==> src/mini_rv_cfg.svh <==
// mini_rv core configuration
// datapath and register file sizes, plus the bubble encoding
`ifndef MINI_RV_CFG_SVH
`define MINI_RV_CFG_SVH

`define XLEN       32
`define REG_ADDR_W 5
`define NUM_REGS   32

// addi x0, x0, 0 used as the pipeline bubble
`define NOP_INSTR  32'h0000_0013

`endif
==> src/core_pipe_pkg.sv <==
// pipeline types shared between the mini_rv stages
// ALU operation codes and forwarding source selects
`default_nettype none

package core_pipe_pkg;

  typedef enum logic [3:0] {
    ALU_ADD,
    ALU_SUB,
    ALU_AND,
    ALU_OR,
    ALU_XOR,
    ALU_SLT,
    ALU_SLTU,
    ALU_SLL,
    ALU_SRL,
    ALU_SRA,
    ALU_PASS_B // lui
  } alu_op_e;

  typedef enum logic [1:0] {
    FWD_REG,
    FWD_EX,
    FWD_MEM,
    FWD_WB
  } fwd_sel_e;

endpackage

`default_nettype wire

==> src/rv_isa_pkg.sv <==
// RV32I encoding for the mini_rv subset
// opcodes, funct fields and the field layouts of one instruction word
`default_nettype none

package rv_isa_pkg;

  localparam logic [6:0] OPC_OP     = 7'b0110011;
  localparam logic [6:0] OPC_OP_IMM = 7'b0010011;
  localparam logic [6:0] OPC_LUI    = 7'b0110111;
  localparam logic [6:0] OPC_LOAD   = 7'b0000011;
  localparam logic [6:0] OPC_STORE  = 7'b0100011;
  localparam logic [6:0] OPC_BRANCH = 7'b1100011;

  localparam logic [2:0] F3_ADD_SUB = 3'b000;
  localparam logic [2:0] F3_SLL     = 3'b001;
  localparam logic [2:0] F3_SLT     = 3'b010;
  localparam logic [2:0] F3_SLTU    = 3'b011;
  localparam logic [2:0] F3_XOR     = 3'b100;
  localparam logic [2:0] F3_SRL_SRA = 3'b101;
  localparam logic [2:0] F3_OR      = 3'b110;
  localparam logic [2:0] F3_AND     = 3'b111;
  localparam logic [2:0] F3_BEQ     = 3'b000;
  localparam logic [2:0] F3_BNE     = 3'b001;
  localparam logic [2:0] F3_WORD    = 3'b010; // lw and sw

  localparam logic [6:0] F7_BASE    = 7'b0000000;
  localparam logic [6:0] F7_ALT     = 7'b0100000; // sub, sra, srai

  typedef struct packed {
    logic [6:0] funct7;
    logic [4:0] rs2;
    logic [4:0] rs1;
    logic [2:0] funct3;
    logic [4:0] rd;
    logic [6:0] opcode;
  } r_fmt_t;

  typedef struct packed {
    logic [11:0] imm12;
    logic [4:0]  rs1;
    logic [2:0]  funct3;
    logic [4:0]  rd;
    logic [6:0]  opcode;
  } i_fmt_t;

  // store and branch immediates come from r_fmt funct7 and rd
  typedef union packed {
    r_fmt_t r_fmt;
    i_fmt_t i_fmt;
  } instr_u;

endpackage

`default_nettype wire

==> src/mini_rv_core.sv <==
// mini_rv core top level
// five-stage RV32I subset pipeline with simple always-ready memory ports
`timescale 1ns/1ns
`default_nettype none
`include "mini_rv_cfg.svh"

module mini_rv_core import rv_isa_pkg::*, core_pipe_pkg::*; (
  input  logic             clock,
  input  logic             rst_n,
  input  logic             start,
  input  logic [`XLEN-1:0] program_address,
  output logic [`XLEN-1:0] imem_addr,
  input  logic [`XLEN-1:0] imem_data,
  output logic [`XLEN-1:0] dmem_addr,
  output logic [`XLEN-1:0] dmem_wdata,
  output logic             dmem_we,
  output logic             dmem_re,
  input  logic [`XLEN-1:0] dmem_rdata
);

  logic                   running;
  logic                   launch;
  logic                   stall;
  logic                   redirect;
  logic [`XLEN-1:0]       redirect_pc;
  instr_u                 id_instr;
  logic [`XLEN-1:0]       id_pc;
  fwd_sel_e               fwd_rs1;
  fwd_sel_e               fwd_rs2;
  logic [`XLEN-1:0]       ex_pc;
  logic [`XLEN-1:0]       ex_rs1_val;
  logic [`XLEN-1:0]       ex_rs2_val;
  logic [`XLEN-1:0]       ex_imm;
  logic [`REG_ADDR_W-1:0] ex_rd;
  alu_op_e                ex_alu_op;
  logic                   ex_use_imm;
  logic                   ex_reg_write;
  logic                   ex_load;
  logic                   ex_store;
  logic                   ex_branch;
  logic                   ex_branch_ne;
  logic [`XLEN-1:0]       ex_result;
  logic [`XLEN-1:0]       mem_addr;
  logic [`XLEN-1:0]       mem_store_data;
  logic [`REG_ADDR_W-1:0] mem_rd;
  logic                   mem_reg_write;
  logic                   mem_load;
  logic                   mem_store;
  logic [`XLEN-1:0]       mem_result;
  logic                   wb_we;
  logic [`REG_ADDR_W-1:0] wb_rd;
  logic [`XLEN-1:0]       wb_data;

  run_control i_run_control (
    .clock   (clock),
    .rst_n   (rst_n),
    .start   (start),
    .running (running),
    .launch  (launch)
  );

  fetch_issue i_fetch_issue (
    .clock           (clock),
    .rst_n           (rst_n),
    .running         (running),
    .launch          (launch),
    .stall           (stall),
    .redirect        (redirect),
    .program_address (program_address),
    .redirect_pc     (redirect_pc),
    .imem_data       (imem_data),
    .imem_addr       (imem_addr),
    .id_instr        (id_instr),
    .id_pc           (id_pc)
  );

  hazard_unit i_hazard_unit (
    .id_instr      (id_instr),
    .ex_rd         (ex_rd),
    .mem_rd        (mem_rd),
    .wb_rd         (wb_rd),
    .ex_reg_write  (ex_reg_write),
    .mem_reg_write (mem_reg_write),
    .wb_we         (wb_we),
    .ex_load       (ex_load),
    .stall         (stall),
    .fwd_rs1       (fwd_rs1),
    .fwd_rs2       (fwd_rs2)
  );

  // a taken branch also flushes the decode-to-execute register
  decode_unit i_decode_unit (
    .clock        (clock),
    .rst_n        (rst_n),
    .stall        (stall),
    .flush        (redirect),
    .id_instr     (id_instr),
    .id_pc        (id_pc),
    .fwd_rs1      (fwd_rs1),
    .fwd_rs2      (fwd_rs2),
    .ex_result    (ex_result),
    .mem_result   (mem_result),
    .wb_we        (wb_we),
    .wb_rd        (wb_rd),
    .wb_data      (wb_data),
    .ex_pc        (ex_pc),
    .ex_rs1_val   (ex_rs1_val),
    .ex_rs2_val   (ex_rs2_val),
    .ex_imm       (ex_imm),
    .ex_rd        (ex_rd),
    .ex_alu_op    (ex_alu_op),
    .ex_use_imm   (ex_use_imm),
    .ex_reg_write (ex_reg_write),
    .ex_load      (ex_load),
    .ex_store     (ex_store),
    .ex_branch    (ex_branch),
    .ex_branch_ne (ex_branch_ne)
  );

  execute_unit i_execute_unit (
    .clock          (clock),
    .rst_n          (rst_n),
    .ex_pc          (ex_pc),
    .ex_rs1_val     (ex_rs1_val),
    .ex_rs2_val     (ex_rs2_val),
    .ex_imm         (ex_imm),
    .ex_rd          (ex_rd),
    .ex_alu_op      (ex_alu_op),
    .ex_use_imm     (ex_use_imm),
    .ex_reg_write   (ex_reg_write),
    .ex_load        (ex_load),
    .ex_store       (ex_store),
    .ex_branch      (ex_branch),
    .ex_branch_ne   (ex_branch_ne),
    .ex_result      (ex_result),
    .redirect       (redirect),
    .redirect_pc    (redirect_pc),
    .mem_addr       (mem_addr),
    .mem_store_data (mem_store_data),
    .mem_rd         (mem_rd),
    .mem_reg_write  (mem_reg_write),
    .mem_load       (mem_load),
    .mem_store      (mem_store)
  );

  mem_writeback i_mem_writeback (
    .clock          (clock),
    .rst_n          (rst_n),
    .mem_addr       (mem_addr),
    .mem_store_data (mem_store_data),
    .mem_rd         (mem_rd),
    .mem_reg_write  (mem_reg_write),
    .mem_load       (mem_load),
    .mem_store      (mem_store),
    .dmem_rdata     (dmem_rdata),
    .dmem_addr      (dmem_addr),
    .dmem_wdata     (dmem_wdata),
    .dmem_we        (dmem_we),
    .dmem_re        (dmem_re),
    .mem_result     (mem_result),
    .wb_we          (wb_we),
    .wb_rd          (wb_rd),
    .wb_data        (wb_data)
  );

endmodule

`default_nettype wire

==> src/mem_writeback.sv <==
// memory and writeback stages of the mini_rv core
// drives the data memory, picks load data or ALU result, feeds the register file
`timescale 1ns/1ns
`default_nettype none
`include "mini_rv_cfg.svh"

module mem_writeback (
  input  logic                   clock,
  input  logic                   rst_n,
  input  logic [`XLEN-1:0]       mem_addr,
  input  logic [`XLEN-1:0]       mem_store_data,
  input  logic [`REG_ADDR_W-1:0] mem_rd,
  input  logic                   mem_reg_write,
  input  logic                   mem_load,
  input  logic                   mem_store,
  input  logic [`XLEN-1:0]       dmem_rdata,
  output logic [`XLEN-1:0]       dmem_addr,
  output logic [`XLEN-1:0]       dmem_wdata,
  output logic                   dmem_we,
  output logic                   dmem_re,
  output logic [`XLEN-1:0]       mem_result,
  output logic                   wb_we,
  output logic [`REG_ADDR_W-1:0] wb_rd,
  output logic [`XLEN-1:0]       wb_data
);

  assign dmem_addr  = mem_addr;
  assign dmem_wdata = mem_store_data;
  assign dmem_we    = mem_store; // written at the next edge
  assign dmem_re    = mem_load;

  // read data is combinational, so loads forward from here
  assign mem_result = mem_load ? dmem_rdata : mem_addr;

  always_ff @(posedge clock)
  begin
    if (!rst_n)
      wb_we <= 1'b0;
    else
      wb_we <= mem_reg_write;
  end

  always_ff @(posedge clock)
  begin
    wb_rd   <= mem_rd;
    wb_data <= mem_result;
  end

endmodule

`default_nettype wire

==> src/execute_unit.sv <==
// execute stage of the mini_rv core
// ALU, beq/bne resolution with redirect, and the execute-to-memory register
`timescale 1ns/1ns
`default_nettype none
`include "mini_rv_cfg.svh"

module execute_unit import core_pipe_pkg::*; (
  input  logic                   clock,
  input  logic                   rst_n,
  input  logic [`XLEN-1:0]       ex_pc,
  input  logic [`XLEN-1:0]       ex_rs1_val,
  input  logic [`XLEN-1:0]       ex_rs2_val,
  input  logic [`XLEN-1:0]       ex_imm,
  input  logic [`REG_ADDR_W-1:0] ex_rd,
  input  alu_op_e                ex_alu_op,
  input  logic                   ex_use_imm,
  input  logic                   ex_reg_write,
  input  logic                   ex_load,
  input  logic                   ex_store,
  input  logic                   ex_branch,
  input  logic                   ex_branch_ne,
  output logic [`XLEN-1:0]       ex_result,
  output logic                   redirect,
  output logic [`XLEN-1:0]       redirect_pc,
  output logic [`XLEN-1:0]       mem_addr,
  output logic [`XLEN-1:0]       mem_store_data,
  output logic [`REG_ADDR_W-1:0] mem_rd,
  output logic                   mem_reg_write,
  output logic                   mem_load,
  output logic                   mem_store
);

  logic [`XLEN-1:0] op_a;
  logic [`XLEN-1:0] op_b;
  logic [4:0]       shamt;

  assign op_a  = ex_rs1_val;
  assign op_b  = ex_use_imm ? ex_imm : ex_rs2_val;
  assign shamt = op_b[4:0];

  always_comb
  begin
    case (ex_alu_op)
      ALU_ADD:    ex_result = op_a + op_b;
      ALU_SUB:    ex_result = op_a - op_b;
      ALU_AND:    ex_result = op_a & op_b;
      ALU_OR:     ex_result = op_a | op_b;
      ALU_XOR:    ex_result = op_a ^ op_b;
      ALU_SLT:    ex_result = {{(`XLEN-1){1'b0}}, $signed(op_a) < $signed(op_b)};
      ALU_SLTU:   ex_result = {{(`XLEN-1){1'b0}}, op_a < op_b};
      ALU_SLL:    ex_result = op_a << shamt;
      ALU_SRL:    ex_result = op_a >> shamt;
      ALU_SRA:    ex_result = $signed(op_a) >>> shamt;
      ALU_PASS_B: ex_result = op_b;
      default:    ex_result = '0;
    endcase
  end

  // beq and bne always compare the two registers
  assign redirect    = ex_branch && ((ex_rs1_val == ex_rs2_val) != ex_branch_ne);
  assign redirect_pc = ex_pc + ex_imm;

  always_ff @(posedge clock)
  begin
    if (!rst_n)
    begin
      mem_reg_write <= 1'b0;
      mem_load      <= 1'b0;
      mem_store     <= 1'b0;
    end
    else
    begin
      mem_reg_write <= ex_reg_write;
      mem_load      <= ex_load;
      mem_store     <= ex_store;
    end
  end

  always_ff @(posedge clock)
  begin
    mem_addr       <= ex_result; // also the ALU result for writeback
    mem_store_data <= ex_rs2_val;
    mem_rd         <= ex_rd;
  end

endmodule

`default_nettype wire

==> src/hazard_unit.sv <==
// hazard detection for the mini_rv core
// forwarding source per operand and the load-use stall
`timescale 1ns/1ns
`default_nettype none
`include "mini_rv_cfg.svh"

module hazard_unit import rv_isa_pkg::*, core_pipe_pkg::*; (
  input  instr_u                 id_instr,
  input  logic [`REG_ADDR_W-1:0] ex_rd,
  input  logic [`REG_ADDR_W-1:0] mem_rd,
  input  logic [`REG_ADDR_W-1:0] wb_rd,
  input  logic                   ex_reg_write,
  input  logic                   mem_reg_write,
  input  logic                   wb_we,
  input  logic                   ex_load,
  output logic                   stall,
  output fwd_sel_e               fwd_rs1,
  output fwd_sel_e               fwd_rs2
);

  logic [`REG_ADDR_W-1:0] rs1;
  logic [`REG_ADDR_W-1:0] rs2;

  // youngest writer wins, x0 never forwards
  function automatic fwd_sel_e pick_src(input logic [`REG_ADDR_W-1:0] rs);
    if (rs == '0)
      pick_src = FWD_REG;
    else if (ex_reg_write && ex_rd == rs)
      pick_src = FWD_EX;
    else if (mem_reg_write && mem_rd == rs)
      pick_src = FWD_MEM;
    else if (wb_we && wb_rd == rs)
      pick_src = FWD_WB;
    else
      pick_src = FWD_REG;
  endfunction

  assign rs1 = id_instr.r_fmt.rs1;
  assign rs2 = id_instr.r_fmt.rs2;

  always_comb
  begin
    fwd_rs1 = pick_src(rs1);
    fwd_rs2 = pick_src(rs2);
  end

  // load data only exists a stage later
  assign stall = ex_load && (ex_rd != '0) && (ex_rd == rs1 || ex_rd == rs2);

endmodule

`default_nettype wire

==> src/decode_unit.sv <==
// decode stage of the mini_rv core
// register file, immediate and control decode, operand forwarding,
// and the decode-to-execute register
`timescale 1ns/1ns
`default_nettype none
`include "mini_rv_cfg.svh"

module decode_unit import rv_isa_pkg::*, core_pipe_pkg::*; (
  input  logic                   clock,
  input  logic                   rst_n,
  input  logic                   stall,
  input  logic                   flush,
  input  instr_u                 id_instr,
  input  logic [`XLEN-1:0]       id_pc,
  input  fwd_sel_e               fwd_rs1,
  input  fwd_sel_e               fwd_rs2,
  input  logic [`XLEN-1:0]       ex_result,
  input  logic [`XLEN-1:0]       mem_result,
  input  logic                   wb_we,
  input  logic [`REG_ADDR_W-1:0] wb_rd,
  input  logic [`XLEN-1:0]       wb_data,
  output logic [`XLEN-1:0]       ex_pc,
  output logic [`XLEN-1:0]       ex_rs1_val,
  output logic [`XLEN-1:0]       ex_rs2_val,
  output logic [`XLEN-1:0]       ex_imm,
  output logic [`REG_ADDR_W-1:0] ex_rd,
  output alu_op_e                ex_alu_op,
  output logic                   ex_use_imm,
  output logic                   ex_reg_write,
  output logic                   ex_load,
  output logic                   ex_store,
  output logic                   ex_branch,
  output logic                   ex_branch_ne
);

  logic [`XLEN-1:0]       regs [`NUM_REGS];
  logic [`REG_ADDR_W-1:0] rs1;
  logic [`REG_ADDR_W-1:0] rs2;
  logic [`XLEN-1:0]       rs1_reg;
  logic [`XLEN-1:0]       rs2_reg;
  logic [6:0]             funct7;
  logic [4:0]             rd_f;
  logic [`XLEN-1:0]       imm_i;
  logic [`XLEN-1:0]       imm_s;
  logic [`XLEN-1:0]       imm_b;
  logic [`XLEN-1:0]       imm_u;
  logic [`XLEN-1:0]       imm;
  logic                   alt;
  alu_op_e                alu_op;
  logic                   use_imm;
  logic                   reg_write;
  logic                   load;
  logic                   store;
  logic                   branch;

  function automatic logic [`XLEN-1:0] fwd_mux(input fwd_sel_e sel,
                                               input logic [`XLEN-1:0] reg_val);
    case (sel)
      FWD_EX:  fwd_mux = ex_result;
      FWD_MEM: fwd_mux = mem_result;
      FWD_WB:  fwd_mux = wb_data;
      default: fwd_mux = reg_val;
    endcase
  endfunction

  always_ff @(posedge clock)
  begin
    if (wb_we && wb_rd != '0)
      regs[wb_rd] <= wb_data;
  end

  assign rs1     = id_instr.r_fmt.rs1;
  assign rs2     = id_instr.r_fmt.rs2;
  assign rs1_reg = (rs1 == '0) ? '0 : regs[rs1]; // x0 reads zero
  assign rs2_reg = (rs2 == '0) ? '0 : regs[rs2];

  assign funct7 = id_instr.r_fmt.funct7;
  assign rd_f   = id_instr.r_fmt.rd;
  assign alt    = (funct7 == F7_ALT);

  assign imm_i = {{20{id_instr.i_fmt.imm12[11]}}, id_instr.i_fmt.imm12};
  assign imm_s = {{20{funct7[6]}}, funct7, rd_f};
  assign imm_b = {{20{funct7[6]}}, rd_f[0], funct7[5:0], rd_f[4:1], 1'b0};
  assign imm_u = {id_instr.i_fmt.imm12, id_instr.i_fmt.rs1, id_instr.i_fmt.funct3, 12'b0};

  always_comb
  begin
    alu_op    = ALU_ADD;
    imm       = imm_i;
    use_imm   = 1'b0;
    reg_write = 1'b0;
    load      = 1'b0;
    store     = 1'b0;
    branch    = 1'b0;
    case (id_instr.r_fmt.opcode)
      OPC_OP, OPC_OP_IMM:
      begin
        use_imm   = (id_instr.r_fmt.opcode == OPC_OP_IMM);
        reg_write = 1'b1;
        case (id_instr.r_fmt.funct3)
          F3_ADD_SUB: alu_op = (alt && !use_imm) ? ALU_SUB : ALU_ADD; // no subi
          F3_SLL:     alu_op = ALU_SLL;
          F3_SLT:     alu_op = ALU_SLT;
          F3_SLTU:    alu_op = ALU_SLTU;
          F3_XOR:     alu_op = ALU_XOR;
          F3_SRL_SRA: alu_op = alt ? ALU_SRA : ALU_SRL;
          F3_OR:      alu_op = ALU_OR;
          F3_AND:     alu_op = ALU_AND;
        endcase
      end
      OPC_LUI:
      begin
        alu_op    = ALU_PASS_B;
        imm       = imm_u;
        use_imm   = 1'b1;
        reg_write = 1'b1;
      end
      OPC_LOAD:
      begin
        use_imm   = 1'b1;
        reg_write = 1'b1;
        load      = 1'b1;
      end
      OPC_STORE:
      begin
        imm     = imm_s;
        use_imm = 1'b1;
        store   = 1'b1;
      end
      OPC_BRANCH:
      begin
        imm    = imm_b;
        branch = 1'b1;
      end
      default: ; // anything else passes as a bubble
    endcase
  end

  // control bits drop to a bubble on stall or flush
  always_ff @(posedge clock)
  begin
    if (!rst_n || stall || flush)
    begin
      ex_reg_write <= 1'b0;
      ex_load      <= 1'b0;
      ex_store     <= 1'b0;
      ex_branch    <= 1'b0;
    end
    else
    begin
      ex_reg_write <= reg_write;
      ex_load      <= load;
      ex_store     <= store;
      ex_branch    <= branch;
    end
  end

  always_ff @(posedge clock)
  begin
    ex_pc        <= id_pc;
    ex_rs1_val   <= fwd_mux(fwd_rs1, rs1_reg);
    ex_rs2_val   <= fwd_mux(fwd_rs2, rs2_reg);
    ex_imm       <= imm;
    ex_rd        <= rd_f;
    ex_alu_op    <= alu_op;
    ex_use_imm   <= use_imm;
    ex_branch_ne <= (id_instr.r_fmt.funct3 == F3_BNE);
  end

endmodule

`default_nettype wire

==> src/fetch_issue.sv <==
// fetch stage of the mini_rv core
// program counter with launch, redirect and stall, and the fetch-to-decode register
`timescale 1ns/1ns
`default_nettype none
`include "mini_rv_cfg.svh"

module fetch_issue import rv_isa_pkg::*; (
  input  logic             clock,
  input  logic             rst_n,
  input  logic             running,
  input  logic             launch,
  input  logic             stall,
  input  logic             redirect,
  input  logic [`XLEN-1:0] program_address,
  input  logic [`XLEN-1:0] redirect_pc,
  input  logic [`XLEN-1:0] imem_data,
  output logic [`XLEN-1:0] imem_addr,
  output instr_u           id_instr,
  output logic [`XLEN-1:0] id_pc
);

  logic [`XLEN-1:0] pc;
  logic [`XLEN-1:0] fetch_pc;

  // launch cycle fetches straight from the start address
  assign fetch_pc  = launch ? program_address : pc;
  assign imem_addr = fetch_pc;

  always_ff @(posedge clock)
  begin
    if (!rst_n || !running)
      pc <= program_address; // track the start address while idle
    else if (redirect)
      pc <= redirect_pc;
    else if (!stall)
      pc <= fetch_pc + `XLEN'(4);
  end

  always_ff @(posedge clock)
  begin
    if (!rst_n || redirect || !running)
      id_instr <= `NOP_INSTR;
    else if (!stall)
    begin
      id_instr <= imem_data;
      id_pc    <= fetch_pc;
    end
  end

endmodule

`default_nettype wire

==> src/run_control.sv <==
// run control for the mini_rv core
// waits in idle after reset, starts on start and then runs until reset
`timescale 1ns/1ns
`default_nettype none

module run_control (
  input  logic clock,
  input  logic rst_n,
  input  logic start,
  output logic running,
  output logic launch
);

  typedef enum logic {IDLE, RUN} state_e;

  state_e state;

  always_ff @(posedge clock)
  begin
    if (!rst_n)
    begin
      state  <= IDLE;
      launch <= 1'b0;
    end
    else
    begin
      launch <= 1'b0;
      case (state)
        IDLE:
        begin
          if (start)
          begin
            state  <= RUN;
            launch <= 1'b1; // first run cycle
          end
        end
        RUN:  state <= RUN;
      endcase
    end
  end

  assign running = (state == RUN);

endmodule

`default_nettype wire

==> config.mk <==
export PLATFORM = sky130hd
export DESIGN_NAME = mini_rv_core
export DESIGN_NICKNAME = d
export VERILOG_FILES = /design/src/core_pipe_pkg.sv /design/src/rv_isa_pkg.sv /design/src/mini_rv_core.sv /design/src/mem_writeback.sv /design/src/execute_unit.sv /design/src/hazard_unit.sv /design/src/decode_unit.sv /design/src/fetch_issue.sv /design/src/run_control.sv
export VERILOG_INCLUDE_DIRS = /design/src
export SDC_FILE = /design/constraint.sdc
export NUM_CORES = 2
export LEC_CHECK = 0
export BUFFER_PORTS_ARGS = -buffer_cell sky130_fd_sc_hd__buf_4
export CAP_MARGIN = 40
export CORE_MARGIN = 1
export CORE_UTILIZATION = 30
export CTS_BUF_LIST = sky130_fd_sc_hd__clkbuf_8
export DETAILED_ROUTE_END_ITERATION = 6
export HOLD_SLACK_MARGIN = 0.15
export PLACE_DENSITY = 0.45
export SETUP_SLACK_MARGIN = 0.1
export SLEW_MARGIN = 40
export SYNTH_ARGS = -nofsm -noshare
export SYNTH_HDL_FRONTEND = slang
export SYNTH_SLANG_ARGS = --single-unit
==> constraint.sdc <==
create_clock -name clock -period 5.85 [get_ports clock]
set_clock_uncertainty 0.2 [all_clocks]
set_input_delay 0 -clock clock [delete_from_list [all_inputs] [get_ports clock]]
set_output_delay 0 -clock clock [all_outputs]
set_load 0.02 [all_outputs]
==> impl_metrics.csv <==
group,metric,value,unit
cts,cts-root-buf,"clkbuf_8",
detailed_routing,first_iter_violations,5082,
sta,timing.fmax,183,MHz
power_and_ir_drop,pwr-share-clk,31.0,%
setup_path,worst_r2r_endpoint,"i_decode_unit.ex_rs2_val[0]",
setup_path,crit_fanout,17,
power_and_ir_drop,p_sw,9600,uW
sta,fin_ws,377,ps
synth,netlist_top_cells_area,"edfxtp_1 46%, mux4_2 21%, dfxtp_1 8.3%, ha_1 2.3%, mux2i_1 2.3%",
final_layout,multiInputGateArea,31000,um2
power_and_ir_drop,powerDensity,333,nW/um2
power_and_ir_drop,comb_power_share,22.5,%
cts,cts_buffers,234,
sta,setup_tns,0,ps
power_and_ir_drop,share_seq_of_total_power,46.5,%
sta,setup_viol,0,
sta,final_max_slew_viol_count,0,
sta,period_share,93.6,%
placement,dpl-instance-area,78000,um2
final_layout,drive_gt1_share,29.5,%
sta,slew_headroom,38.3,%
final_layout,regArea,38700,um2
power_and_ir_drop,peakVddDrop,0.000267,V
setup_path,rrSetupSlack,380,ps
sta,finalHoldViolations,0,
setup_path,r2r-start,"i_decode_unit.ex_use_imm",
die,die-area,239000,um2
setup_path,crit_type,"reg2reg",
run_status,outcome,"finished with violations",
global_routing,grt_max_degree,61,
synth,ys_types,95,
cts,clock_latency,1070,ps
detailed_routing,route.detailed.drc,1,
placement,dpl_worst_slack,524,ps
synth,syn_inst,4756,
die,fp.dieW,489,um
die,rows,178,
sta,finalCriticalPeriod,5470,ps
placement,routabilityCongestion,0.980,
synth,seq_area_frac_synth,54.2,%
detailed_routing,drtAntennaViolNets,0,
run,drv_cap,0,
final_layout,final_cell_area,85900,um2
detailed_routing,viasPerCell,5.62,
synth,synth_area_per_cell,15.0,um2
sta,max_slew.worst_pin.slew,924,ps
run_status,violations,"DRC",
final_layout,final_core_util,36.5,%
die,ioPinCount,197,
power_and_ir_drop,swShare,33.5,%
final_layout,syn_to_final_growth,20.6,%
detailed_routing,firstDrtPassIters,7,
setup_path,end_kind,"register",
synth,yosysWarnings,0,
cts,htreeDepth,4,
cts,cts_buffer_depth,3,
die,die_h,489,um
sta,rsz0062_at_grt,"false",
setup_path,cp-startpoint,"i_decode_unit.ex_use_imm",
setup_path,cp-start-kind,"register",
setup_path,worstRegToRegCells,15,
placement,dp_hpwl,192000,um
detailed_routing,via_count,49230,
cts,path_clk_slew,60,ps
synth,ys_async_sr_fraction,0,%
setup_path,cp_data_arrival_time,6110,ps
global_routing,grt_pass1_vias,49684,
cts,cts_tree,"built",
power_and_ir_drop,p_int,19000,uW
final_layout,nNetsFinal,5624,
die,core-area,236000,um2
final_layout,fill_cells,22581,
placement,io_buffers,196,
setup_path,critPathCapture,"i_decode_unit.ex_rs2_val[0]",
global_routing,track_usage,23.5,%
synth,synthFlopType,"edfxtp_1",
synth,yosysTopAreaCell,"edfxtp_1",
synth,ys_seq_elements,1385,
synth,synth_edf_count,1088,
worst_hold_path,hp-class,"reg2reg",
detailed_routing,post_drt_wl_per_cell,32.4,um
synth,synth_top_area_share,45.9,%
global_routing,grt-ovfl-total,0,
cts,cts.sinks,1385,
power_and_ir_drop,p_leak,0.0293,uW
synth,netlist_area,71200,um2
global_routing,grt_pass1_wl,395000,um
synth,synth.most_common_cell,"edfxtp_1",
global_routing,antenna_found_initial,15,
detailed_routing,wl,284000,um
setup_path,cp.required,6490,ps
synth,synthTopCellsByCount,"1088 x edfxtp_1, 676 x mux4_2, 297 x dfxtp_1",
die,initial_core_util,30.2,%
-- routing by layer --
metal  up-vias  global-route usage [%]  wire [um]
met3       494                    3.89      17700
met2      2088                    38.5     135000
met5         -                       0         48
met4         8                    10.3      13300
li1      20558                       -          -
met1     26082                    30.7     118000
-- kinds of logic (layout without fill, tap and decap cells) --
group           Yosys count  in the layout  synth area share [%]
flops                  1385           1385                  54.2
mux                     948            948                  25.5
compound gates          872            872                  8.40
simple gates            766            766                  4.95
buf+inv                 521           1324                  2.92
fa+ha+maj               134            134                  2.39
xor+xnor                129            129                  1.59
other cells               1             45               0.00527
-- state kept, by name, indices dropped and copies added (netlist names), 4 cells and up, named ones only --
signal,count
i_fetch_issue.id_instr,32
i_decode_unit.ex_pc,32
i_mem_writeback.wb_data,32
i_fetch_issue.pc,32
i_decode_unit.ex_imm,32
i_execute_unit.mem_store_data,32
i_execute_unit.mem_rd,5
i_execute_unit.mem_addr,32
i_decode_unit.ex_rs2_val,32
i_mem_writeback.wb_rd,5
i_fetch_issue.id_pc,32
i_decode_unit.ex_rs1_val,32
i_decode_unit.ex_alu_op,4
i_decode_unit.ex_rd,5
i_decode_unit.regs,1024
-- worst min-delay path by stage --
stage          slack, ps                     from  cells after the start                          end
5_1_grt              160  i_fetch_issue.id_pc[23]                      0      i_decode_unit.ex_pc[23]
3_5_place_dp          10             imem_data[8]                      2    i_fetch_issue.id_instr[8]
2_1_floorplan        -90                    start                      1        i_run_control.running
3_3_place_gp          10             imem_data[8]                      2    i_fetch_issue.id_instr[8]
4_1_cts              150           dmem_rdata[21]                      4  i_mem_writeback.wb_data[21]
6_report             150   i_fetch_issue.id_pc[5]                      0       i_decode_unit.ex_pc[5]
-- power groups by stage --
| stage | sequential, uW | clock, uW | combinational (uW) |
|---|---|---|---|
| final | 13300 | 8890 | 6440 |
| after global routing | 13400 | 9540 | 6750 |
| after CTS | 13300 | 9130 | 6350 |
| after detailed placement | 13500 | 0 | 6050 |
| after global placement | 13500 | 0 | 6050 |
| after floorplan | 13000 | 0 | 3320 |
-- final cells by class --
| type | count | area share [%] |
|---|---|---|
| Timing Repair Buffer | 729 | 8.04 |
| Clock inverter | 186 | 1.48 |
| Multi-Input combinational cell | 2881 | 36.1 |
| Inverter | 160 | 0.699 |
| Sequential cell | 1385 | 45.0 |
| Antenna cell | 13 | 0.0379 |
| Tap cell | 3150 | 4.59 |
| Clock buffer | 249 | 3.99 |
-- worst max-delay path, cell delays in order (launching register included) --
cell and delay, ps:
dfxtp_2 590, mux2i_4 360, inv_2 230, ha_1 290, fa_1 470, o21bai_2 200, a311oi_2 160, a221oi_2 460
a211oi_4 190, nor4_2 500, o21ai_0 190, a211oi_1 450, nand2_1 250, a31oi_1 480, buf_4 210, o21ai_0 80
-- cell usage in the layout (no fill, tap or decap), drive strengths merged, types with 81 or more instances in the layout --
cell,Yosys,final
edfxtp,1088,1088
mux4,680,680
buf,123,419
dlygate4sd3,0,310
dfxtp,297,297
clkbuf,238,249
inv,159,246
nor2,246,246
nand2,239,239
o21ai,188,188
a21oi,182,182
mux2i,164,164
ha,131,131
mux2,104,104
xnor2,85,85
clkinv,1,81
-- what timing repair did --
action	CTS	global route
gates resized for setup	0	0
endpoints found under the hold margin	258	0
buffers inserted	0	0
hold buffers	310	0
-- through the flow --
| stage | hold slack (ps) | power [uW] | std cells |
|---|---|---|---|
| global route | 158 | 29700 | 8747 |
| detailed placement | 14.3 | 19600 | 7994 |
| floorplan | -89.8 | 16300 | 4787 |
| finish | 150 | 28600 | 8753 |
| global placement | 12.7 | 19600 | 7972 |
| CTS | 152 | 28800 | 8739 |
(Power assumes the default switching activity.)
